[src/lane_pkg.sv]
// ******************************
// Lane operand path package
// Widths, enums, command struct
// ******************************
package lane_pkg;

  // Datapath and VRF geometry
  localparam int unsigned ElenWidth  = 64;
  localparam int unsigned ElenBytes  = ElenWidth / 8;
  localparam int unsigned VAddrWidth = 6;
  localparam int unsigned NrVrfWords = 2 ** VAddrWidth;
  localparam int unsigned VlenWidth  = 9;

  typedef logic [ElenWidth-1:0]  elen_t;
  typedef logic [VAddrWidth-1:0] vaddr_t;
  typedef logic [VlenWidth-1:0]  vlen_t;

  // Element width, encoded as log2 of the byte count
  typedef enum logic [1:0] {
    EW8, EW16, EW32, EW64
  } ew_e;

  // Widening applied by the operand queue
  typedef enum logic [2:0] {
    ConvNone, ConvSExt2, ConvSExt4, ConvSExt8, ConvZExt2, ConvZExt4, ConvZExt8
  } conv_e;

  // Shared by requester, queue and command FIFO
  typedef struct packed {
    vaddr_t base;
    vlen_t  vl;
    ew_e    eew;
    conv_e  conv;
  } opq_cmd_t;

  // Elements of width ew held by one VRF word
  function automatic logic [3:0] ElemPerWord(ew_e ew);
    return 4'(ElenBytes) >> ew;
  endfunction

endpackage

[src/vrf_bank.sv]
// ******************************
// Single-port VRF memory
// ******************************
module vrf_bank (
  input  logic             clk_i,
  input  logic             rst_ni,
  input  logic             we_i,
  input  lane_pkg::vaddr_t waddr_i,
  input  lane_pkg::elen_t  wdata_i,
  input  logic             re_i,
  input  lane_pkg::vaddr_t raddr_i,
  output lane_pkg::elen_t  rdata_o
);

  lane_pkg::elen_t mem_q [lane_pkg::NrVrfWords];

  // External load port
  always_ff @(posedge clk_i) begin
    if (we_i) begin
      mem_q[waddr_i] <= wdata_i;
    end
  end

  // One-cycle read, dropped while a load is in progress
  always_ff @(posedge clk_i or negedge rst_ni) begin
    if (!rst_ni) begin
      rdata_o <= '0;
    end else if (re_i && !we_i) begin
      rdata_o <= mem_q[raddr_i];
    end
  end

endmodule

[config.mk]
export PLATFORM = sky130hd
export DESIGN_NAME = vrf_bank
export DESIGN_NICKNAME = d
export VERILOG_FILES = /design/src/lane_pkg.sv /design/src/vrf_bank.sv
export SDC_FILE = /design/constraint.sdc
export NUM_CORES = 2
export LEC_CHECK = 0
export BUFFER_PORTS_ARGS = -buffer_cell sky130_fd_sc_hd__buf_4
export CORE_UTILIZATION = 63
export CTS_CLUSTER_SIZE = 20
export DETAILED_ROUTE_END_ITERATION = 8
export GPL_ROUTABILITY_DRIVEN = 0
export PLACE_DENSITY_LB_ADDON = 0.15
export SETUP_SLACK_MARGIN = 0.2
export SYNTH_ARGS = -nofsm -noshare
export SYNTH_HDL_FRONTEND = slang
export SYNTH_SLANG_ARGS = --single-unit
[constraint.sdc]
create_clock -name clk_i -period 1.8 [get_ports clk_i]
set_input_delay 0.18 -clock clk_i [delete_from_list [all_inputs] [get_ports clk_i]]
set_output_delay 0.18 -clock clk_i [all_outputs]
set_load 0.03 [all_outputs]
* Word-level counts from Yosys, hierarchy flattened
Memories as Yosys holds them, arrays and structs flattened. A register that Yosys moved wholly into a read port is not among the register bits. Index checks and enable logic that the tools add are counted.
Operators by class: mux-type cells 2, reduce and logical (&&, ||, !) cells 3
Operators with widths (number):
- zero test 1 bit | 2
- 2-to-1 mux 1 bit | 2
- logical AND 1 bit | 1
Word-level totals: register bits after elaboration 0, memory bits (writable) 4096, bits of input ports 80, output and inout bits 64, logic and storage cells 6, memories 1
Memories:
- mem_q | depth 64, bits a word 64, rd ports 1, clocked after memory_dff 1, write ports 1, RTL line vrf_bank.sv:15 | lane_pkg::elen_t mem_q [lane_pkg::NrVrfWords];

* Depth between registers and ports, before layout
depth in word-level cells 2, gate-level depth with buffers 11, mapped depth without buffers 5

* Worst setup path after synthesis
Ideal clock, no wire load.
path kind input to register, from input waddr_i[4], to memory mem_q[32][0] (netlist bit) (enable), setup time 564 ps, arrival 5004 ps, data required time 1236 ps, slack -3768 ps, stages on the path 4, path buffers 1, cell sequence clkbuf_1 -> nor2_1 -> nand4b_1 -> nor3_1
RTL lines:
- start, declared | RTL line vrf_bank.sv:8 | input lane_pkg::vaddr_t waddr_i,
- end, declared | RTL line vrf_bank.sv:15
No word-level cell before the write port.

==> reports/results.ini <==
[yosys]
synth_area_leaders=edfxtp_1, mux4_2, mux2i_1
synth_edf_count=4096
synth_cell_types=33
mappedNetlistArea_um2=157000
synth_seq_cells=4160
ys_warn_count=0
synthFlopType=edfxtp_1
ys_seq_area_share_pct=79.2
synth_top_cell_by_area=edfxtp_1
yosysTopAreaCellShare_pct=78.1
synth_nets=7195
synthArstFlopShare_pct=1.54
syn_inst=7115
synth.avg_cell_area_um2=22.1

[final_layout]
nets=8347
syn_to_final_growth_pct=19.9
drive_gt1_share_pct=33.1
layout_common_cells=edfxtp_1, mux4_2, buf_4
fin_area_um2=189000
layout_commonest_cell=edfxtp_1

[power]
peakVddDrop_v=0.00120
p_switching_uw=43300
pwr-share-comb_pct=6.0
sequentialPowerShare_pct=53.3
power_density_nw_per_um2=1080
swShare_pct=21.3
p_clk_share_pct=40.7
p_int_uw=160000
power_uw=203000
p_leak_uw=0.0618

[floorplan]
io_pins=144
dieArea_um2=252000
die_h_um=502
rows=183
core_um2=248000
initial_core_util_pct=63.4
die_x_um=502

[critical_path]
path_class=reg -> reg
crit_fanout=1
critPathBufInv=0
crit_arrival_ps=2830
crit_chain=mux4_2 -> a22oi_2 -> nand4_1 -> a221o_1
critPathMaxStageDelay_ps=520
crit_family=compound AO/OA/AOI/OAI gates
cp.required_ps=2620
end_kind=flip-flop
worst_path_max_delay_cell=mux4_2
cp-start-kind=flip-flop

[clocking]
cts-root-buf=clkbuf_16
cts.clk_slew.worst_paths_ps=60
numCtsBuffers=411
cts_tree=done
clk_latency_ps=990
cts_sinks=4160
cts_max_level=5
clockBufferDepth=4

[drt]
num_vias=81800
routed_via_density=6.86
drtIter0Drc=11800
drc=0
drtAntennaViolNets=0
routedWlPerCell_um=36.0
dr.pass1.iters=6
wirelength_um=430000

[sta]
finalCritPeriodShare_pct=111
final.setup_skew_ps=48.8
tns_ps=-1940
hold_viol_final=0
worst_hold_slack_ps=58.3
tightestPinTransition_ps=1070
min_period_ps=2000
rsz0062_at_grt=true
fin_ws_ps=-203
max_freq_ghz=0.499
relSlewSlack_pct=28.3
setup_viol=47
drv_slew=0

[grt]
grt_pass1_wl_um=604000
grt_usage_pct=34.5
antenna_found_initial=9
grt_start_max_net_pins=65
grt_pass1_vias=82700
grt-ovfl-total=0

[place]
io_buffers=143
place_hpwl_um=259000
dpl-instance-area_um2=173000

[outcome]
status=finished with violations
violations=setup timing

[flow_run]
cap_violations=0

[min_path]
hold_class=in -> reg

==> tightest hold or removal path, stage by stage <==
cell and delay (ps):
buf_4 150, or3b_4 160, buf_4 130, nor2_4 50, buf_12 160
==> sequential cells by signal (all words and copies together), names as in the netlist <==
| name | flops |
|---|---|
| rdata_o | 64 |
| mem_q | 4096 |
==> worst paths after layout <==
check / from / cells past startpoint / to / slack [ps]
setup / recovery: mem_q[23][18] / 4 / rdata_o[18] / -200
hold / removal: waddr_i[3] / 5 / mem_q[19][40] / 60
setup reg to reg: mem_q[23][18] / 4 / rdata_o[18] / -200
hold reg to reg: rdata_o[2] / 1 / rdata_o[2] / 590
max in group asynchronous: rst_ni / 4 / rdata_o[18] / 750
min in group asynchronous: rst_ni / 4 / rdata_o[7] / 480
==> cells by family after synthesis <==
kind of cell | synth area share [%]
AOI/OAI and AO/OA | 3.25
buffers and inverters | 1.30
DFF | 79.2
muxes | 14.7
and+or+nand+nor | 1.64
==> timing repair <==
action / CTS / global route
hold endpoints to repair: 4192 / 9
endpoints found under the setup margin: 128 / 187
gates resized for setup: 368 / 58
setup buffers: 13 / 7
gates cloned: 0 / 2
pin swaps: 214 / 42
hold buffers: 71 / 1
==> final cells by class <==
class / count / area [µm²]
antenna: 6 / 15.0
multi-input combinational: 2538 / 32900
tap: 3330 / 4170
clock inverter: 222 / 1910
clock buffer: 519 / 11000
sequential: 4160 / 125000
fill: 12800 / 59600
inverter: 1 / 11.3
timing repair buffer: 1155 / 14200
==> metal layers <==
layer / wire [µm] / track usage, % / up-vias
met5: 27 / 0 / -
met4: 22300 / 15.5 / 4
met3: 45100 / 6.50 / 1069
met2: 209000 / 55.6 / 5306
met1: 153000 / 46.5 / 42800
li1: - / - / 32600
==> cell usage after synthesis (2+ instances only) <==
library cell	count
edfxtp_1	4096
mux4_2	768
mux2i_1	576
a22oi_1	320
clkbuf_1	210
nand3_1	133
o22ai_1	128
a211oi_1	126
buf_2	114
nand2_1	69
nor2_1	68
nand4_1	66
or3_1	65
a21oi_1	64
a221o_1	64
and2_1	64
dfrtp_1	64
buf_4	46
buf_1	23
buf_6	23
nand3b_1	5
nor2b_1	5
or3b_2	4
nand2b_1	3
nor3_1	2
nor3b_1	2
==> power groups by stage <==
stage / Sequential [µW] / Clock, µW / Combinational, µW
after detailed placement: 110000 / 0 / 11100
after floorplan: 110000 / 0 / 5060
after global routing: 108000 / 86900 / 12600
after global placement: 110000 / 0 / 10900
final: 108000 / 82800 / 12200
after CTS: 108000 / 83300 / 11900
==> metrics by stage <==
stage | util (%) | instances | setup slack (ps)
floorplan | - | 7115 | -1040
global placement | 69.7 | 11100 | -916
detailed placement | 69.7 | 11100 | -950
CTS | 75.8 | 11900 | -163
global route | 76.0 | 11900 | -257
finish | 76.0 | 11900 | -203
(Power assumes the default switching activity.)
