--- src/lane_pkg.sv ---
// ******************************
// Lane operand path package
// Widths, enums, command struct
// ******************************
package lane_pkg;

  // Datapath and VRF geometry
  localparam int unsigned ElenWidth  = 64;
  localparam int unsigned ElenBytes  = ElenWidth / 8;
  localparam int unsigned VAddrWidth = 6;
  localparam int unsigned NrVrfWords = 2 ** VAddrWidth;
  localparam int unsigned VlenWidth  = 9;

  typedef logic [ElenWidth-1:0]  elen_t;
  typedef logic [VAddrWidth-1:0] vaddr_t;
  typedef logic [VlenWidth-1:0]  vlen_t;

  // Element width, encoded as log2 of the byte count
  typedef enum logic [1:0] {
    EW8, EW16, EW32, EW64
  } ew_e;

  // Widening applied by the operand queue
  typedef enum logic [2:0] {
    ConvNone, ConvSExt2, ConvSExt4, ConvSExt8, ConvZExt2, ConvZExt4, ConvZExt8
  } conv_e;

  // Shared by requester, queue and command FIFO
  typedef struct packed {
    vaddr_t base;
    vlen_t  vl;
    ew_e    eew;
    conv_e  conv;
  } opq_cmd_t;

  // Elements of width ew held by one VRF word
  function automatic logic [3:0] ElemPerWord(ew_e ew);
    return 4'(ElenBytes) >> ew;
  endfunction

endpackage

--- src/vrf_arbiter.sv ---
// ******************************
// Round-robin VRF read arbiter
// ******************************
module vrf_arbiter #(
  parameter int unsigned NrQueues = 2
) (
  input  logic                  clk_i,
  input  logic                  rst_ni,
  input  logic [NrQueues-1:0]   req_i,
  input  lane_pkg::vaddr_t      addr_i [NrQueues],
  output logic [NrQueues-1:0]   gnt_o,
  output logic [NrQueues-1:0]   rvalid_o,
  output logic                  re_o,
  output lane_pkg::vaddr_t      raddr_o
);

  localparam int unsigned IdxWidth = (NrQueues > 1) ? $clog2(NrQueues) : 1;

  // Highest priority requester for this cycle
  logic [IdxWidth-1:0] ptr_q;
  logic [IdxWidth-1:0] win_idx;

  always_comb begin : arbitrate
    int unsigned idx;
    logic        found;
    gnt_o   = '0;
    win_idx = '0;
    found   = 1'b0;
    // Scan from the pointer, wrapping around
    for (int i = 0; i < NrQueues; i++) begin
      idx = int'(ptr_q) + i;
      if (idx >= NrQueues) idx = idx - NrQueues;
      if (!found && req_i[idx]) begin
        found      = 1'b1;
        win_idx    = IdxWidth'(idx);
        gnt_o[idx] = 1'b1;
      end
    end
  end

  // Single read port of the VRF
  assign re_o    = |req_i;
  assign raddr_o = addr_i[win_idx];

  always_ff @(posedge clk_i or negedge rst_ni) begin
    if (!rst_ni) begin
      ptr_q    <= '0;
      rvalid_o <= '0;
    end else begin
      // Data returns next cycle to the winner
      rvalid_o <= gnt_o;
      // Next search starts after the last winner
      if (re_o) begin
        ptr_q <= (win_idx == IdxWidth'(NrQueues - 1)) ? '0 : win_idx + 1'b1;
      end
    end
  end

endmodule

--- config.mk ---
export PLATFORM = sky130hd
export DESIGN_NAME = vrf_arbiter
export DESIGN_NICKNAME = d
export VERILOG_FILES = /design/src/lane_pkg.sv /design/src/vrf_arbiter.sv
export SDC_FILE = /design/constraint.sdc
export NUM_CORES = 1
export LEC_CHECK = 0
export BUFFER_PORTS_ARGS = -buffer_cell sky130_fd_sc_hd__buf_2
export CORE_AREA = 2 2 39 41
export CTS_CLUSTER_SIZE = 14
export DETAILED_ROUTE_END_ITERATION = 12
export DIE_AREA = 0 0 41 43
export GPL_ROUTABILITY_DRIVEN = 0
export GPL_TIMING_DRIVEN = 0
export PLACE_DENSITY = 0.45
export SYNTH_ARGS = -nofsm -noshare
export SYNTH_HDL_FRONTEND = slang
export SYNTH_SLANG_ARGS = --single-unit
--- constraint.sdc ---
create_clock -name clk_i -period 2.3 [get_ports clk_i]
set_clock_uncertainty 0.2 [all_clocks]
set_input_delay 0.46 -clock clk_i [delete_from_list [all_inputs] [get_ports clk_i]]
set_output_delay 0.46 -clock clk_i [all_outputs]
set_load 0.01 [all_outputs]
# After elaboration in Yosys (flattened, before gate mapping)

Index checks and enable logic that the tools add are counted.

Bits in registers: 3
Output and inout bits: 11

Add/subtract/negate cells: 4
Magnitude comparators: 7
Multiplexer cells: 19
Bitwise logic cells: 2
Reductions and logical operators: 5

Operators with widths:

| operator            | number |
|---|---|
| $ge 32x1->1 const B | 2 |
| $lt 32x2->1 const B | 2 |
| $mux 32             | 2 |
| $mux 6              | 3 |
| $mux 1              | 10 |
| $ge 2x2->1 const B  | 2 |
| $mux 2              | 2 |
| $logic_and 1x1->1   | 3 |
| $sub 1x2->3 const B | 1 |
| $sub 2x2->3 const B | 1 |
| $add 1x1->2 const B | 1 |
| $demux 1 s1         | 2 |
| $ge 1x2->1 const B  | 1 |
| $not 1->2           | 1 |
| $or 2x2->2          | 1 |
| $reduce_or 2->1     | 1 |
| $add 1x1->1 const B | 1 |
| $logic_not 1->1     | 1 |

# Logic depth before layout (Yosys ltp)

Gate-level depths: netlist (run 1).

Depth after elaboration: 12
Gate-level depth with buffers: 3
Gate-level depth less buffers: 3

# Worst setup path after synthesis (run 1)

Ideal clock, no wire load.

Path kind: register to output
Start: register ptr_q
End: output port raddr_o[0]
Arrival time: 0.949 ns
Required time: 1.640 ns
Path slack: 0.691 ns
Cell stages (with the launch flop): 4
Path buffers: 0
Cells stage by stage: dfrtp_1 > nand2b_4 > nand2_4 > mux2_4

Word-level cells in the longest chain between the ends: 12
Elaborated cells on any way between the ends: 20
Classes of those cells: add/sub: 3; order compare: 2; mux: 12; bitwise: 1; reduce/logical: 2

RTL lines:

| item                                             | line              | text |
|---|---|---|
| start, declared                                  | vrf_arbiter.sv:20 | `logic [IdxWidth-1:0] ptr_q;` |
| start signal, assigned                           | vrf_arbiter.sv:54 | `ptr_q <= (win_idx == IdxWidth'(NrQueues - 1)) ? '0 : win_idx + 1'b1;` |
| $sub 1x2->3 / $ge 1x2->1 (equally long branches) | vrf_arbiter.sv:32 | `if (idx >= NrQueues) idx = idx - NrQueues;` |
| $mux 32                                          | vrf_arbiter.sv:32 |  |
| $mux 1 (implied by the code) (2 in series)       | vrf_arbiter.sv:33 | `if (!found && req_i[idx]) begin` |
| $mux 1                                           | vrf_arbiter.sv:33 |  |
| $logic_not 1->1                                  | vrf_arbiter.sv:33 |  |
| $logic_and 1x1->1                                | vrf_arbiter.sv:33 |  |
| $mux 1 (*)                                       | vrf_arbiter.sv:33 |  |
| $not 1->2 (implied by the code) (*)              | vrf_arbiter.sv:43 | `assign raddr_o = addr_i[win_idx];` |
| $mux 6 (implied by the code) (*) (3 in series)   | vrf_arbiter.sv:43 |  |
| end, declared                                    | vrf_arbiter.sv:14 | `output lane_pkg::vaddr_t raddr_o` |

Every way passes the cells marked *; elsewhere a longest branch is shown, timed or not. The select of a mux whose other input is x is not followed.

# Worst setup path after layout (run 1)

Start: register ptr_q
End: output port raddr_o[4]

Same word-level chain as after synthesis.

==> results of run 1 <==
[final timing paths]
kind                           from  slack [ns]     endpoint
min reg2reg                   ptr_q        0.34  rvalid_o[0]
max reg2reg                   ptr_q        1.25  rvalid_o[1]
min                        req_i[1]        0.31        ptr_q
max in group asynchronous    rst_ni        1.44        ptr_q
max                           ptr_q        0.30   raddr_o[4]
min in group asynchronous    rst_ni        0.36  rvalid_o[1]
[kinds of logic after synthesis]
kind of cell,synth area share [%]
multiplexers,41.6
flip-flops,34.7
AND/OR/NAND/NOR,14.5
AO/OA/AOI/OAI,5.78
buffers and inverters,3.47
[what timing repair did]
item                                   4_1_cts  5_1_grt
hold buffers                                 1        0
endpoints found under the hold margin        3        0
resized for setup                            0        0
[where the power goes]
| group | internal (µW) | switching, µW |
|---|---|---|
| clock network | 64.9 | 25.3 |
| logic | 43.9 | 32.6 |
| registers | 58.7 | 2.33 |
| total | 167 | 60.2 |
[per-layer routing]
metal	track usage [%]	part of all wire [%]	wire, µm
met5	0	0	0
met4	4.00	0	0
met3	6.28	18	108
met2	13.4	42	246
met1	7.67	39	230
[flip-flops by register name (all words and copies together) (netlist names)]
register,cells
ptr_q,1
rvalid_o,2
[metrics by stage]
stage | power [µW] | std cells | setup slack (ns) | util (%)
2_1_floorplan | 104 | 16 | 0.691 | -
3_3_place_gp | 137 | 58 | 0.413 | 26.5
3_5_place_dp | 138 | 58 | 0.415 | 26.5
4_1_cts | 235 | 63 | 0.276 | 29.1
5_1_grt | 254 | 63 | 0.209 | 29.1
6_report | 228 | 63 | 0.298 | 29.1
[area by class of cell]
class / count / area share, %
flip-flops and latches: 3 / 18.6
well taps: 16 / 4.97
clock buffers: 4 / 6.52
repair buffers: 27 / 34.8
inverters: 2 / 1.86
multi-input cells: 11 / 33.2
[synthesized netlist by cell type]
cell	n	share of area, %
sky130_fd_sc_hd__inv_1	2	3.5
sky130_fd_sc_hd__a21boi_0	1	3.5
sky130_fd_sc_hd__dfrtp_1	3	35
sky130_fd_sc_hd__mux2_4	6	42
sky130_fd_sc_hd__nand2_4	1	5.2
sky130_fd_sc_hd__nand2b_4	1	6.4
sky130_fd_sc_hd__or2_2	1	2.9
sky130_fd_sc_hd__o21ai_0	1	2.3
[placed cells by master, fill, tap and decap left out, drive strengths merged]
cell / instances
buf: 26
dfrtp: 3
or2: 1
mux2: 6
inv: 2
nand2b: 1
a21boi: 1
dlygate4sd3: 1
clkbuf: 4
nand2: 1
o21ai: 1
[critical path, cell delays in order, from the launching register on]
cell	delay, ns
sky130_fd_sc_hd__dfrtp_1	0.38
sky130_fd_sc_hd__nand2b_4	0.16
sky130_fd_sc_hd__nand2_4	0.13
sky130_fd_sc_hd__mux2_4	0.31
sky130_fd_sc_hd__buf_2	0.14
==> flow_summary.yaml, run 1 <==
grt:
  grt_use_total_pct: 8.52
  globalRoute.totalOverflow: 0
  vias_in_the_first_global_route: 260
  antenna_found_initial: 0
  grt_pass1_wl_um: 945
  grt_start_max_net_pins: 8
clock_tree:
  h-tree-depth: 1
  path_clk_slew_ns: 0.03
  clockRootBuffer: "sky130_fd_sc_hd__clkbuf_4"
  cts_tree: "done"
  cts_setup_buffers: 0
  clock_insertion_delay_worst_skew_ns: 0.23
  tritoncts_sink_count: 3
  cts_inserted_buffers: 3
  cts_buffer_depth: 2
timing:
  post-route-period-util_pct: 87.1
  layout_min_cycle_time_ns: 2.00
  final-setup-viol-count: 0
  grt_setup_unrepaired: "false"
  final-hold-violation-count: 0
  max_slew_margin_pct: 81.1
  timing_max_transition_violations_final: 0
  setup_total_negative_slack_ns: 0
  max_clock_freq_ghz: 0.499
  timing_worst_slew_pin_value_ns: 0.281
  hold_ws_ns: 0.306
power_and_ir_drop:
  power.density_nw_per_um2: 565
  ir_drop_mv: 0.155
  cellLeakagePower_uw: 0.000242
run:
  max_cap_viol_count: 0
detailed_routing:
  viasPerCell: 3.70
  drtAntennaViolNets: 0
  firstDrtPassIters: 1
  wirelength_um: 585
  detailedRoute.firstIterationViolations: 0
  vias: 233
  drt_drc_violations_left: 0
  post_drt_wl_per_cell_um: 9.29
die:
  die_area_um2: 1760
  starting_density_of_the_core_pct: 15.6
  count_of_pins_on_the_block_boundary: 27
  rows: 14
  core_region_area_um2: 1380
  die_w_um: 41
  die_h_um: 43
yosys:
  synth_area_um2: 216
  syn_area_per_cell_um2: 13.5
  seq_area_frac_synth_pct: 34.7
  synth_cell_type_count: 8
  synthesis.nets: 32
  count_of_yosys_warnings_during_synthesis: 0
  synth_cells: 16
  register_bit_count_reported_by_yosys: 3
status:
  run_status: "complete, no violations"
final_layout:
  multi_input_area_um2: 134
  register_area_um2: 75.1
  insertedDiodeCount: 0
  n_fill_cell: 144
  final_cell_area_um2: 403
  ratio_of_cells_with_drive_above_1_in_the_final_layout_pct: 80.9
  layout_area_growth_over_synthesis_pct: 86.1
  fin_nets: 64
min_path:
  hold_path_depth: 2
  hold_class: "primary input to flip-flop"
critical_path:
  timing.critical_path.required_ns: 1.64
  worst_setup_path_start_kind: "flip-flop"
  maximum_fanout_along_the_worst_path: 7
  crit_path_end_kind: "output port"
  arrival_ns: 1.34
  crit_type: "flip-flop to output port"
  worstRegToRegCells: 3
placed_design:
  placed_cell_area_um2: 367
  port_buffers: 26
No activity file was read; power rests on OpenSTA's default activity.
==> run 2, diff against run 1 <==
RECOVER_POWER = 100   (was not set)
==> run 2 against run 1 <==
- clock power about the same
- register-to-register slack worse by 0.04 ns
- cell area fell by 8.1%
- combinational power decreased by 17%
- worst hold slack got worse by 0.0019 ns
- highest routed layer unchanged
- critical path depth unchanged
- routed wire length shrank 2.6%
- cell count is the same
==> flow_summary.yaml, run 2 (same netlist as run 1, synthesis figures left out) <==
critical_path:
  timing.critical_path.required_ns: 1.64
  setup.worst_path.start: "ptr_q"
  worstRegToRegCells: 3
  crit_path_end_kind: "output port"
  worst_r2r_endpoint: "rvalid_o[1]"
  worstSetupEndpoint: "raddr_o[3]"
  worst_setup_path_start_kind: "flip-flop"
  rr_startpoint: "ptr_q"
  crit_type: "flip-flop to output port"
  arrival_ns: 1.40
  maximum_fanout_along_the_worst_path: 7
  r2r_slack_ns: 1.21
min_path:
  hold_class: "primary input to flip-flop"
timing:
  final-setup-viol-count: 0
  timing_worst_slew_pin_value_ns: 0.291
  max_clock_freq_ghz: 0.485
  grt_setup_unrepaired: "false"
  layout_min_cycle_time_ns: 2.06
  setup_total_negative_slack_ns: 0
  post-route-period-util_pct: 89.6
  max_slew_margin_pct: 80.4
  final-hold-violation-count: 0
  timing_max_transition_violations_final: 0
clock_tree:
  post_cts_hold_buffer_count: 1
  cts_inserted_buffers: 3
  h-tree-depth: 1
  cts_tree: "done"
  path_clk_slew_ns: 0.03
  cts_buffer_depth: 2
  tritoncts_sink_count: 3
  cts_setup_buffers: 0
  cts_resized: 0
  clock_insertion_delay_worst_skew_ns: 0.23
  clockRootBuffer: "sky130_fd_sc_hd__clkbuf_4"
run:
  max_cap_viol_count: 0
placed_design:
  port_buffers: 26
  place.detailed.instances: 58
detailed_routing:
  viasPerCell: 3.78
  drt_drc_violations_left: 0
  firstDrtPassIters: 1
  post_drt_wl_per_cell_um: 9.05
  wirelength_um: 570
  drtAntennaViolNets: 0
  detailedRoute.firstIterationViolations: 0
  vias: 238
power_and_ir_drop:
  cellLeakagePower_uw: 0.000196
  ir_drop_mv: 0.146
  power.density_nw_per_um2: 579
final_layout:
  layout.cells.most_common_list: "18 x sky130_fd_sc_hd__buf_2, 9 x sky130_fd_sc_hd__clkbuf_1, 4 x sky130_fd_sc_hd__mux2_1"
  top_register: "rvalid_o"
  fin_nets: 64
  ratio_of_cells_with_drive_above_1_in_the_final_layout_pct: 53.2
  filler_free_cell_count_of_the_finished_design: 63
  reg_top3: "rvalid_o (2), ptr_q (1)"
  layout_area_growth_over_synthesis_pct: 71.1
  largest_register_ffs: 2
  postLayoutCoreUtil_pct: 26.8
  insertedDiodeCount: 0
  mostFrequentLayoutCell: "sky130_fd_sc_hd__buf_2"
grt:
  grt_use_met1_pct: 7.67
  peak_usage_layer_in_the_global_routing_report: "met2"
  grt_util_met3_pct: 6.28
  grt_use_total_pct: 8.52
  antenna_found_initial: 0
  met2_layer_usage_reported_by_global_route_pct: 13.4
  grt_start_max_net_pins: 8
  vias_in_the_first_global_route: 260
  globalRoute.totalOverflow: 0
  grt_pass1_wl_um: 945
die:
  die_area_um2: 1760
  core_region_area_um2: 1380
  starting_density_of_the_core_pct: 15.6
  rows: 14
  count_of_pins_on_the_block_boundary: 27
  die_w_um: 41
  die_h_um: 43
status:
  run_status: "complete, no violations"
[run 2: cell types whose count changed in the layout (fill, tap and decap cells not counted), sizes merged]
cell    before  now
buf         26   18
clkbuf       4   12
[run 2: metrics by stage]
| stage | cell area [µm²] | power, µW | hold WS, ns | setup WS (ns) |
|---|---|---|---|---|
| after global routing | 370 | 241 | 0.303 | 0.129 |
| after CTS | 403 | 235 | 0.296 | 0.276 |
| after detailed placement | 367 | 138 | 0.0606 | 0.415 |
| after global placement | 367 | 137 | 0.0586 | 0.413 |
| final | 370 | 214 | 0.304 | 0.240 |
| after floorplan | 216 | 104 | -0.0356 | 0.691 |
[run 2: worst max-delay path, stage by stage, from the launching register on]
cell and delay (ns):
sky130_fd_sc_hd__dfrtp_1 0.38, sky130_fd_sc_hd__nand2b_1 0.19, sky130_fd_sc_hd__nand2_4 0.14, sky130_fd_sc_hd__mux2_1 0.32, sky130_fd_sc_hd__buf_2 0.14
[run 2: final cells by class]
type                       instances  area, µm²
inverter                           2       7.51
clock buffer                       4       26.3
fill                             155       1010
timing repair buffer              27        130
sequential                         3       75.1
multi-input combinational         11        111
tap                               16       20.0
[run 2: routing by layer]
layer	part of all wire (%)	vias up	wire, µm
met5	0	-	0
met4	0	0	0
met3	19	0	109
met2	44	29	252
met1	36	94	208
li1	-	115	-
[run 2: report_power, final]
part,switching (µW),total [µW],internal [µW]
Sequential,2.26,61.0,58.7
Clock,25.3,90.2,64.9
Combinational,30.8,63.1,32.4
Total,58.3,214,156
[run 2: how the worst min path moves through the flow]
stage / end / cells past startpoint / startpoint / slack, ns
floorplan: ptr_q / 0 / rst_ni / -0.04
global placement: ptr_q / 1 / rst_ni / 0.06
detailed placement: rvalid_o[0] / 1 / rst_ni / 0.06
CTS: ptr_q / 2 / req_i[1] / 0.30
global route: ptr_q / 2 / req_i[1] / 0.30
finish: ptr_q / 2 / req_i[1] / 0.30
