### src/lane_pkg.sv
// ******************************
// Lane operand path package
// Widths, enums, command struct
// ******************************
package lane_pkg;

  // Datapath and VRF geometry
  localparam int unsigned ElenWidth  = 64;
  localparam int unsigned ElenBytes  = ElenWidth / 8;
  localparam int unsigned VAddrWidth = 6;
  localparam int unsigned NrVrfWords = 2 ** VAddrWidth;
  localparam int unsigned VlenWidth  = 9;

  typedef logic [ElenWidth-1:0]  elen_t;
  typedef logic [VAddrWidth-1:0] vaddr_t;
  typedef logic [VlenWidth-1:0]  vlen_t;

  // Element width, encoded as log2 of the byte count
  typedef enum logic [1:0] {
    EW8, EW16, EW32, EW64
  } ew_e;

  // Widening applied by the operand queue
  typedef enum logic [2:0] {
    ConvNone, ConvSExt2, ConvSExt4, ConvSExt8, ConvZExt2, ConvZExt4, ConvZExt8
  } conv_e;

  // Shared by requester, queue and command FIFO
  typedef struct packed {
    vaddr_t base;
    vlen_t  vl;
    ew_e    eew;
    conv_e  conv;
  } opq_cmd_t;

  // Elements of width ew held by one VRF word
  function automatic logic [3:0] ElemPerWord(ew_e ew);
    return 4'(ElenBytes) >> ew;
  endfunction

endpackage

### src/operand_requester.sv
// ******************************
// Operand requester
// Word count and VRF addressing
// ******************************
module operand_requester (
  input  logic               clk_i,
  input  logic               rst_ni,
  input  lane_pkg::opq_cmd_t cmd_i,
  input  logic               cmd_valid_i,
  input  logic               queue_ready_i,
  input  logic               gnt_i,
  output logic               req_o,
  output lane_pkg::vaddr_t   addr_o
);

  // Active command state
  lane_pkg::vaddr_t   addr_q;
  lane_pkg::vlen_t    words_left_q;
  // One command waiting behind the active one
  lane_pkg::opq_cmd_t pend_q;
  logic               pend_valid_q;

  lane_pkg::opq_cmd_t next_cmd;
  logic               can_load;
  logic               last_gnt;
  logic [lane_pkg::VlenWidth:0] round_vl;
  lane_pkg::vlen_t    next_words;

  assign last_gnt = gnt_i && (words_left_q == lane_pkg::vlen_t'(1));
  assign can_load = (words_left_q == '0) || last_gnt;
  // Older pending command goes first
  assign next_cmd = pend_valid_q ? pend_q : cmd_i;

  // Source words = ceil(vl / elements per word)
  assign round_vl   = {1'b0, next_cmd.vl} +
                      (lane_pkg::VlenWidth + 1)'(lane_pkg::ElemPerWord(next_cmd.eew) - 1'b1);
  assign next_words = lane_pkg::vlen_t'(round_vl >> (2'd3 - next_cmd.eew));

  assign req_o  = (words_left_q != '0) && queue_ready_i;
  assign addr_o = addr_q;

  always_ff @(posedge clk_i or negedge rst_ni) begin
    if (!rst_ni) begin
      addr_q       <= '0;
      words_left_q <= '0;
      pend_valid_q <= 1'b0;
      pend_q       <= '0;
    end else begin
      // Step through the vector on each grant
      if (gnt_i) begin
        addr_q       <= addr_q + 1'b1;
        words_left_q <= words_left_q - 1'b1;
      end
      if (can_load && (pend_valid_q || cmd_valid_i)) begin
        addr_q       <= next_cmd.base;
        words_left_q <= next_words;
        // A strobe during a pending load takes the freed slot
        pend_valid_q <= pend_valid_q && cmd_valid_i;
        if (pend_valid_q) pend_q <= cmd_i;
      end else if (cmd_valid_i) begin
        pend_valid_q <= 1'b1;
        pend_q       <= cmd_i;
      end
    end
  end

endmodule

### config.mk
export PLATFORM = sky130hd
export DESIGN_NAME = operand_requester
export DESIGN_NICKNAME = d
export VERILOG_FILES = /design/src/lane_pkg.sv /design/src/operand_requester.sv
export SDC_FILE = /design/constraint.sdc
export NUM_CORES = 1
export LEC_CHECK = 0
export BUFFER_PORTS_ARGS = -buffer_cell sky130_fd_sc_hd__buf_2
export CAP_MARGIN = 20
export CORE_MARGIN = 4
export CORE_UTILIZATION = 52
export DETAILED_ROUTE_END_ITERATION = 12
export GPL_TIMING_DRIVEN = 0
export PLACE_DENSITY_LB_ADDON = 0.3
export SYNTH_ARGS = -nofsm -noshare
export SYNTH_HDL_FRONTEND = slang
export SYNTH_SLANG_ARGS = --single-unit
### constraint.sdc
create_clock -name clk_i -period 3.4 [get_ports clk_i]
set_input_delay 0.51 -clock clk_i [delete_from_list [all_inputs] [get_ports clk_i]]
set_output_delay 0.51 -clock clk_i [all_outputs]
set_load 0.005 [all_outputs]
Yosys cells after proc, flatten, opt, wreduce, memory -nomap -nowiden
Cells that the tools add are included.

Register bits: 36. Input bits: 25. Output and inout port bits: 7. Logic and storage cells: 37.

Add/subtract/negate cells: 5. Equal/unequal tests: 2. Shift-type cells: 2. Muxes and demuxes: 10. Reduce and logical (&&, ||, !) cells: 11.

Operators by type and width (number): 2-to-1 mux 20 bit (4); 2-to-1 mux 9 bit (2); 2-to-1 mux 6 bit (2); adder 9 x 10 -> 10 bit (1); >> shifter 10 x 2 -> 9 bit (1); equality test 9 x 1 -> 1 bit, second input constant (1); zero test 9 bit (1); nonzero test 9 bit (1); subtractor 9 x 1 -> 9 bit, second input constant (1); adder 6 x 1 -> 6 bit, second input constant (1); subtractor 4 x 1 -> 5 bit, second input constant (1); logical AND 1 bit (4); nonzero test 2 bit (2); >> shifter 4 x 2 -> 4 bit, first input constant (1); logical OR 1 bit (2); 2-to-1 mux 1 bit (2); != test 2 bit, second input constant (1); AND reduction 2 bit (1); subtractor 2 bit, first input constant (1).

Depth between registers and ports, before layout
Gate-level depths: netlist of the first run.

Depth after elaboration: 6. Depth in mapped cells: 11. Gate-level depth less buffers: 9.

Worst setup path after synthesis of the first run
Ideal clock, no wire load.

Path kind: flip-flop to flip-flop. From: reg pend_valid_q. To: reg words_left_q[6]. Setup time: 0.147 ns. Arrival time: 3.214 ns. Data required time: 3.253 ns. Slack: 0.039 ns. Cell stages (with the launch flop): 11. Path buffers: 3. Clock period less this slack: 3.361 ns. Path through: dfrtp_1 > buf_2 > buf_2 > buf_1 > mux2_2 > ha_1 > a211oi_1 > nor2_1 > a31o_2 > a2111oi_1 > a221oi_1.

Longest elaborated chain between the ends: 6. Elaborated cells between the ends (all ways): 10. Those cells by class: add/sub (3); shift (2); mux (2); reduce/logical (3).

RTL lines: start: declaration (line operand_requester.sv:21) `logic pend_valid_q;`; start signal: assignment (line operand_requester.sv:58) `pend_valid_q <= pend_valid_q && cmd_valid_i;`; 2-to-1 mux 20 bit (line operand_requester.sv:32) `assign next_cmd = pend_valid_q ? pend_q : cmd_i;`; >> shifter 4 x 2 -> 4 bit (line lane_pkg.sv:38) `return 4'(ElenBytes) >> ew;`; subtractor 4 x 1 -> 5 bit (line operand_requester.sv:36) `(lane_pkg::VlenWidth + 1)'(lane_pkg::ElemPerWord(next_cmd.eew) - 1'b1);`; adder 9 x 10 -> 10 bit (line operand_requester.sv:35) `assign round_vl = {1'b0, next_cmd.vl} +`; >> shifter 10 x 2 -> 9 bit (line operand_requester.sv:37) `assign next_words = lane_pkg::vlen_t'(round_vl >> (2'd3 - next_cmd.eew));`; 2-to-1 mux 9 bit (line operand_requester.sv:54) `if (can_load && (pend_valid_q || cmd_valid_i)) begin`; end signal: assignment (line operand_requester.sv:52) `words_left_q <= words_left_q - 1'b1;`; end signal: assignment (line operand_requester.sv:56) `words_left_q <= next_words;`; end: declaration (line operand_requester.sv:18) `lane_pkg::vlen_t words_left_q;`.

Several ways; a longest one is shown, not always the timed one. A chain may end at the register's enable or synchronous reset.

Worst setup path after layout of the first run
From: reg pend_valid_q. To: reg words_left_q[4].

Same word-level chain as after synthesis.

==> results by group, run 1 <==
Run status
  – Outcome: finished, final reports clean

Synthesis
  – Mean post-synth cell area: 9.849 um^2
  – Ys flop type: dfrtp_1
  – Mapped Area: 2384 um^2
  – FF+latch count, synth: 33
  – Syn_nets: 274
  – Post-synth EDFFs: 0
  – Asr flop ratio synth: 100.0%
  – Cells after Synth: 242
  – Yosys cell types: 53
  – Synth top area share: 34.65%
  – Register area share after synthesis: 34.65%
  – Cell taking the most area after synthesis: dfrtp_1
  – Syn. warnings: 0
  – Area contributors post-synth: dfrtp_1, mux2_2, mux2_4

Placed design
  – Final HPWL DP: 4162 um
  – Place WS: -0.6868 ns
  – Area post-placement: 2589 um^2
  – Placed cells: 322
  – RePlAce Congestion: 0.9012
  – PortBufs: 28

Floorplan
  – Die area: 5731 um^2
  – Num rows: 24
  – Die Width: 75.71 um
  – Initial core utilization: 54.37%
  – # IOs: 32
  – Die height: 75.71 um
  – Core ar.: 4384 um^2

Timing
  – Final TNS setup: 0 ns
  – Crit share post-route: 96.59%
  – Fin. max-slew vios: 0
  – Slew headroom: 48.58%
  – Min cycle time layout: 3.284 ns
  – WHS: 0.2708 ns
  – Final setup margin: 0.1159 ns
  – Setup violations, final: 0
  – Layout Skew: 0.007131 ns
  – Max Freq: 304.5 MHz
  – Hold Fails Final Rpt: 0
  – Worst Tran Pin Value: 0.7498 ns

Worst setup path
  – Setup crit end kind: register
  – CP Max Fanout: 10
  – Critical Path AT: 3.43 ns
  – CP delay by family, top: compound AO/OA/AOI/OAI gates
  – Stages on worst setup path: 12
  – Crit-path most repeated cell: buf_4
  – CP cell instances: clkbuf_4, buf_6, buf_4, mux2_2, ha_1, fa_2, a21o_1, a221oi_2, buf_4, nor3_1, a31oi_1, a221oi_1
  – Reg2Reg Depth: 12
  – CP Class: register to register
  – Critical Path Start Type: register
  – Slowest stage cell, crit path: fa_2
  – Buf/Inv on CP: 4
  – Worst endpoint required time: 3.55 ns
  – Peak per-stage delay on the critical path: 0.44 ns

Drt
  – Routed wire length: 5654 um
  – DR vias: 2,028
  – Antenna-violating nets left: 0
  – DRT iter0 DRCs: 104
  – Drt pass-1 iters: 4
  – Routed WL per cell: 17.13 um
  – Vias per Instance: 6.145
  – DRC violations left: 0

Finish
  – Layout cells sized above 1: 28.78%
  – Register Area: 825.8 um^2
  – Synth-to-layout area growth: 16.69%
  – Area of the multi-input gates: 1538 um^2
  – Nets: 309
  – Non-Filler Instances: 330
  – # fillers: 365
  – Post-route cell area: 2781 um^2
  – # diodes: 0

Pwr
  – Int Pwr: 1.011 mW
  – Power per cell area: 565.9 nW/um^2
  – VDD IR max: 284.3 uV
  – P_leak: 1.245 nW
  – Net Sw Frac: 35.75%
  – Sequential power share: 37.7%
  – P_sw: 0.5627 mW
  – Clock network power share: 24.5%
  – Logic pwr share: 37.8%

Clock tree
  – Max clock buf depth: 2
  – Worst-skew pair later-pin latency: 0.29 ns
  – CTS tree: built
  – CTS root buffer: clkbuf_8
  – Htree depth: 2
  – Hold buffers post-CTS: 0
  – CTS buffer count: 5
  – Clock tree sinks: 33
  – CTS clk-pin slew, worst paths: 0.07 ns

Global routing
  – First-pass GRT wire length: 9052 um
  – Initial antenna violation count: 0
  – Vias in the first global route: 1,927
  – Largest net degree at the start of global routing: 34
  – Total grt overflow: 0
  – All-Layer GR Usage: 20.73%

Worst hold path
  – Tightest Hold Check Type: input port to async pin

Job
  – Max-Cap Viols: 0
repair_timing:
action	CTS	global route
endpoints found under the setup margin	9	8
resized for setup	8	12
endpoints found under the hold margin	0	0
gates cloned	0	0
setup buffers	0	1
pin swaps	0	1
logic make-up after synthesis:
family                   share of synthesized area (%)
AND/OR/NAND/NOR                                  16.12
AO/OA/AOI/OAI                                    17.90
multiplexers                                     18.90
flip-flops                                       34.65
buffers and inverters                            3.254
XOR/XNOR                                         4.777
adder cells (fa/ha/maj)                          4.409
per-stage QoR:
step	total power, mW	util [%]
global placement	1.135	59.05
finish	1.574	63.44
CTS	1.560	62.50
floorplan	0.9893	-
global route	1.689	63.44
detailed placement	1.158	59.05
worst reg2reg max path: cells and delay by family, from the launching register on:
kind	cells	cell delay [ns]
compound gates	4	0.89
mux	1	0.36
fa+ha+maj	2	0.71
flops	1	0.32
buf+inv	4	0.83
simple gates	1	0.04
flip-flops by register name, summed over array words and instances (netlist names):
register      count
words_left_q      9
pend_q           17
pend_valid_q      1
addr_o            6
routing by layer:
| layer | GRT usage (%) | up-vias | routed length (um) |
|---|---|---|---|
| li1 | - | 994 | - |
| met1 | 30.15 | 965 | 2660 |
| met2 | 30.78 | 62 | 2631 |
| met3 | 5.013 | 7 | 292 |
| met4 | 5.825 | 0 | 70 |
| met5 | 0 | - | 0 |
cells in the mapped netlist (all sizes together), types with 6 or more instances:
master / count
a211oi: 6
a21oi: 11
a221oi: 6
a31oi: 8
buf: 6
dfrtp: 33
ha: 6
mux2: 24
mux2i: 13
nand2: 18
nand3: 7
nor2: 21
nor3: 6
xor2: 8
cell usage in the layout, fill, tap and decap left out, drive strengths merged, types with 2 or more instances in the layout:
cell	instances
a2111o	2
a211oi	6
a21boi	5
a21oi	11
a221oi	6
a31oi	8
a41oi	2
buf	34
clkbuf	12
dfrtp	33
ha	6
inv	3
mux2	24
mux2i	13
nand2	18
nand3	7
nand4	3
nor2	21
nor2b	3
nor3	6
nor4	3
o21ai	5
o31ai	5
or3	4
or4	4
xnor2	5
xor2	8
power by group through the flow:
stage          registers [mW]  logic, mW  clock network, mW
5_1_grt                 0.611      0.668              0.410
3_5_place_dp            0.600      0.558                  0
3_3_place_gp            0.595      0.541                  0
6_report                0.593      0.594              0.386
2_1_floorplan           0.587      0.403                  0
4_1_cts                 0.593      0.575              0.392
cell type report:
| class | count | area share (%) |
|---|---|---|
| buffer | 10 | 2.654 |
| clock buffer | 7 | 3.104 |
| clock inverter | 1 | 1.080 |
| inverter | 4 | 0.5398 |
| multi-input combinational | 194 | 55.29 |
| sequential | 33 | 29.69 |
| tap | 52 | 2.339 |
| timing repair buffer | 29 | 5.308 |
worst paths after layout:
path / from / end / slack [ns]
setup / recovery: pend_valid_q / words_left_q[4] / 0.12
hold / removal: rst_ni / pend_q[8] / 0.27
setup reg to reg: pend_valid_q / words_left_q[4] / 0.12
hold reg to reg: pend_q[6] / pend_q[6] / 0.51
max in group asynchronous: rst_ni / words_left_q[2] / 2.67
min in group clk_i: cmd_i[6] / pend_q[6] / 0.47
(Power assumes the default switching activity.)
==> run 2: changes to the inputs <==
--- a/config.mk
+++ b/config.mk
@@ -12,6 +12,7 @@
 export DETAILED_ROUTE_END_ITERATION = 12
 export GPL_TIMING_DRIVEN = 0
 export PLACE_DENSITY_LB_ADDON = 0.3
+export SETUP_SLACK_MARGIN = 0.3
 export SYNTH_ARGS = -nofsm -noshare
 export SYNTH_HDL_FRONTEND = slang
 export SYNTH_SLANG_ARGS = --single-unit
==> constraint.sdc (replaced) <==
create_clock -name clk_i -period 3.4 [get_ports clk_i]
set_input_delay 0.68 -clock clk_i [delete_from_list [all_inputs] [get_ports clk_i]]
set_output_delay 0.68 -clock clk_i [all_outputs]
set_load 0.005 [all_outputs]
==> results by group, run 2 (synthesis results as in run 1) <==
Drt
  – Drt pass-1 iters: 5 (was 4)
  – DRT iter0 DRCs: 154 (was 104)
  – DRC violations left: 0 (unchanged)
  – Antenna-violating nets left: 0 (unchanged)
  – Vias per Instance: 6.315 (was 6.145)
  – Routed wire length: 5904 um (was 5654 um)
  – Routed WL per cell: 17.73 um (was 17.13 um)
  – DR vias: 2,103 (was 2,028)

Timing
  – Layout Skew: 0.004711 ns (was 0.007131 ns)
  – Crit share post-route: 88.41% (was 96.59%)
  – Setup violations, final: 0 (unchanged)
  – Min cycle time layout: 3.006 ns (was 3.284 ns)
  – Worst Tran Pin Value: 0.7155 ns (was 0.7498 ns)
  – Max Freq: 332.7 MHz (was 304.5 MHz)
  – Hold Fails Final Rpt: 0 (unchanged)
  – Fin. max-slew vios: 0 (unchanged)
  – Slew headroom: 50.93% (was 48.58%)
  – RSZ-0062 raised after global routing: false

Finish
  – Post-route cell area: 2867 um^2 (was 2781 um^2)
  – Largest reg by FF count: pend_q (unchanged)
  – Max FFs per register: 17 (unchanged)
  – Synth-to-layout area growth: 20.26% (was 16.69%)
  – # diodes: 0 (unchanged)
  – Most frequent cells in the layout: dfrtp_1, buf_2, nor2_1 (unchanged)
  – Nets: 312 (was 309)
  – # fillers: 355 (was 365)
  – Register Area: 825.8 um^2 (unchanged)
  – Area of the multi-input gates: 1585 um^2 (was 1538 um^2)
  – Commonest non-fill, non-tap cell in the layout: dfrtp_1 (unchanged)
  – Non-Filler Instances: 333 (was 330)
  – Layout cells sized above 1: 32.38% (was 28.78%)

Run status
  – Outcome: finished, final reports clean (unchanged)

Floorplan
  – Core ar.: 4384 um^2 (unchanged)
  – # IOs: 32 (unchanged)
  – Die Width: 75.71 um (unchanged)
  – Initial core utilization: 54.37% (unchanged)
  – Num rows: 24 (unchanged)
  – Die height: 75.71 um (unchanged)
  – Die area: 5731 um^2 (unchanged)

Clock tree
  – CTS buffer count: 5 (unchanged)
  – Hold buffers post-CTS: 0 (unchanged)
  – CTS clk-pin slew, worst paths: 0.07 ns (about the same)
  – Max clock buf depth: 2 (unchanged)
  – Clock tree sinks: 33 (unchanged)
  – CTS tree: built (unchanged)
  – Worst-skew pair later-pin latency: 0.29 ns (about the same)
  – Htree depth: 2 (unchanged)
  – CTS root buffer: clkbuf_8 (unchanged)

Placed design
  – Placed cells: 322 (unchanged)
  – Area post-placement: 2601 um^2 (was 2589 um^2)
  – RePlAce Congestion: 0.8757 (was 0.9012)
  – Final HPWL DP: 4216 um (was 4162 um)
  – PortBufs: 28 (unchanged)

Global routing
  – Total grt overflow: 0 (unchanged)
  – Initial antenna violation count: 0 (unchanged)
  – First-pass GRT wire length: 9266 um (was 9052 um)
  – Vias in the first global route: 1,942 (was 1,927)
  – Largest net degree at the start of global routing: 34 (unchanged)
  – All-Layer GR Usage: 21.36% (was 20.73%)

Worst setup path
  – Critical Path Start Type: register (unchanged)
  – Critical Path AT: 3.16 ns (was 3.43 ns)
  – Crit-path most repeated cell: buf_6 (was buf_4)
  – CP cell instances: buf_6, buf_8, buf_6, mux2_2, ha_2, fa_2, a21oi_4, nor3_1, a31o_2, a2111oi_2, a221oi_1 (was clkbuf_4, buf_6, buf_4, mux2_2, ha_1, fa_2, a21o_1, a221oi_2, buf_4, nor3_1, a31oi_1, a221oi_1)
  – Peak per-stage delay on the critical path: 0.42 ns (was 0.44 ns)
  – Worst endpoint required time: 3.55 ns (about the same)
  – Setup crit end kind: register (unchanged)
  – CP Class: register to register (unchanged)
  – Slowest stage cell, crit path: fa_2 (unchanged)
  – CP Max Fanout: 10 (unchanged)

Pwr
  – Power per cell area: 564.8 nW/um^2 (was 565.9 nW/um^2)
  – VDD IR max: 258.8 uV (was 284.3 uV)
  – P_leak: 1.268 nW (was 1.245 nW)
  – PnR Total Power: 1.619 mW (was 1.574 mW)

Job
  – Max-Cap Viols: 0 (unchanged)

Worst hold path
  – Tightest Hold Check Type: input port to async pin (unchanged)
## run 2: changes by cell type in the layout (fill, tap and decap cells not counted), sizes merged
cell / before / now
buf: 34 / 39
clkinv: 1 / 0
clkinvlp: 0 / 1
clkbuf: 12 / 10
## run 2: power by group
group	leakage, nW	total [mW]	internal (mW)	switching, mW
logic	0.823	0.636	0.294	0.342
registers	0.387	0.594	0.497	0.0977
clock network	0.0585	0.389	0.239	0.150
total	1.27	1.62	1.03	0.589
## run 2: path summary, 6_finish.rpt
check                      cells past startpoint              end  slack (ns)          from
setup reg to reg                              11  words_left_q[6]        0.39  pend_valid_q
min in group clk_i                             1        pend_q[6]        0.50     pend_q[6]
setup / recovery                              11  words_left_q[6]        0.39  pend_valid_q
hold / removal                                 1        pend_q[9]        0.45        rst_ni
hold reg to reg                                1        pend_q[6]        0.50     pend_q[6]
max in group asynchronous                      1  words_left_q[7]        2.46        rst_ni
## run 2: area by class of cell
| cell class | count | share of cell area, % |
|---|---|---|
| multi-input cells | 194 | 55.30 |
| clock inverters | 1 | 1.048 |
| plain buffers | 11 | 3.230 |
| well taps | 52 | 2.270 |
| clock buffers | 7 | 3.012 |
| flip-flops and latches | 33 | 28.81 |
| inverters | 4 | 0.6547 |
| repair buffers | 31 | 5.674 |
## run 2: through the flow
stage          TNS, ns  utilization, %  setup WS (ns)  hold slack [ns]
4_1_cts              0           63.78         0.3275           0.4852
2_1_floorplan        0               -         0.3130           0.3844
3_5_place_dp   -0.4622           59.33        -0.1878           0.4866
5_1_grt              0           65.38         0.2963           0.5133
6_report             0           65.38         0.3942           0.4515
3_3_place_gp   -0.3987           59.33        -0.1960           0.4815
## run 2: critical path, delay by kind of cell, from the launching register on
| family | cells | cell delay (ns) |
|---|---|---|
| muxes | 1 | 0.35 |
| DFF | 1 | 0.34 |
| adders and majority gates | 2 | 0.63 |
| and+or+nand+nor | 1 | 0.07 |
| buffers and inverters | 3 | 0.51 |
| AOI/OAI and AO/OA | 4 | 0.95 |
## run 2: what timing repair did
action	in CTS	in global routing
resized for setup	16	17
setup endpoints to repair	9	8
buffers inserted	3	0
pin swaps	2	2
## run 2: routing by layer
layer / vias to the layer above / GRT usage, % / share of wire, %
met5: - / 0 / 0
met3: 11 / 3.430 / 5.8
met4: 0 / 8.544 / 1.2
li1: 995 / - / -
met1: 1019 / 29.86 / 45
met2: 78 / 33.08 / 48
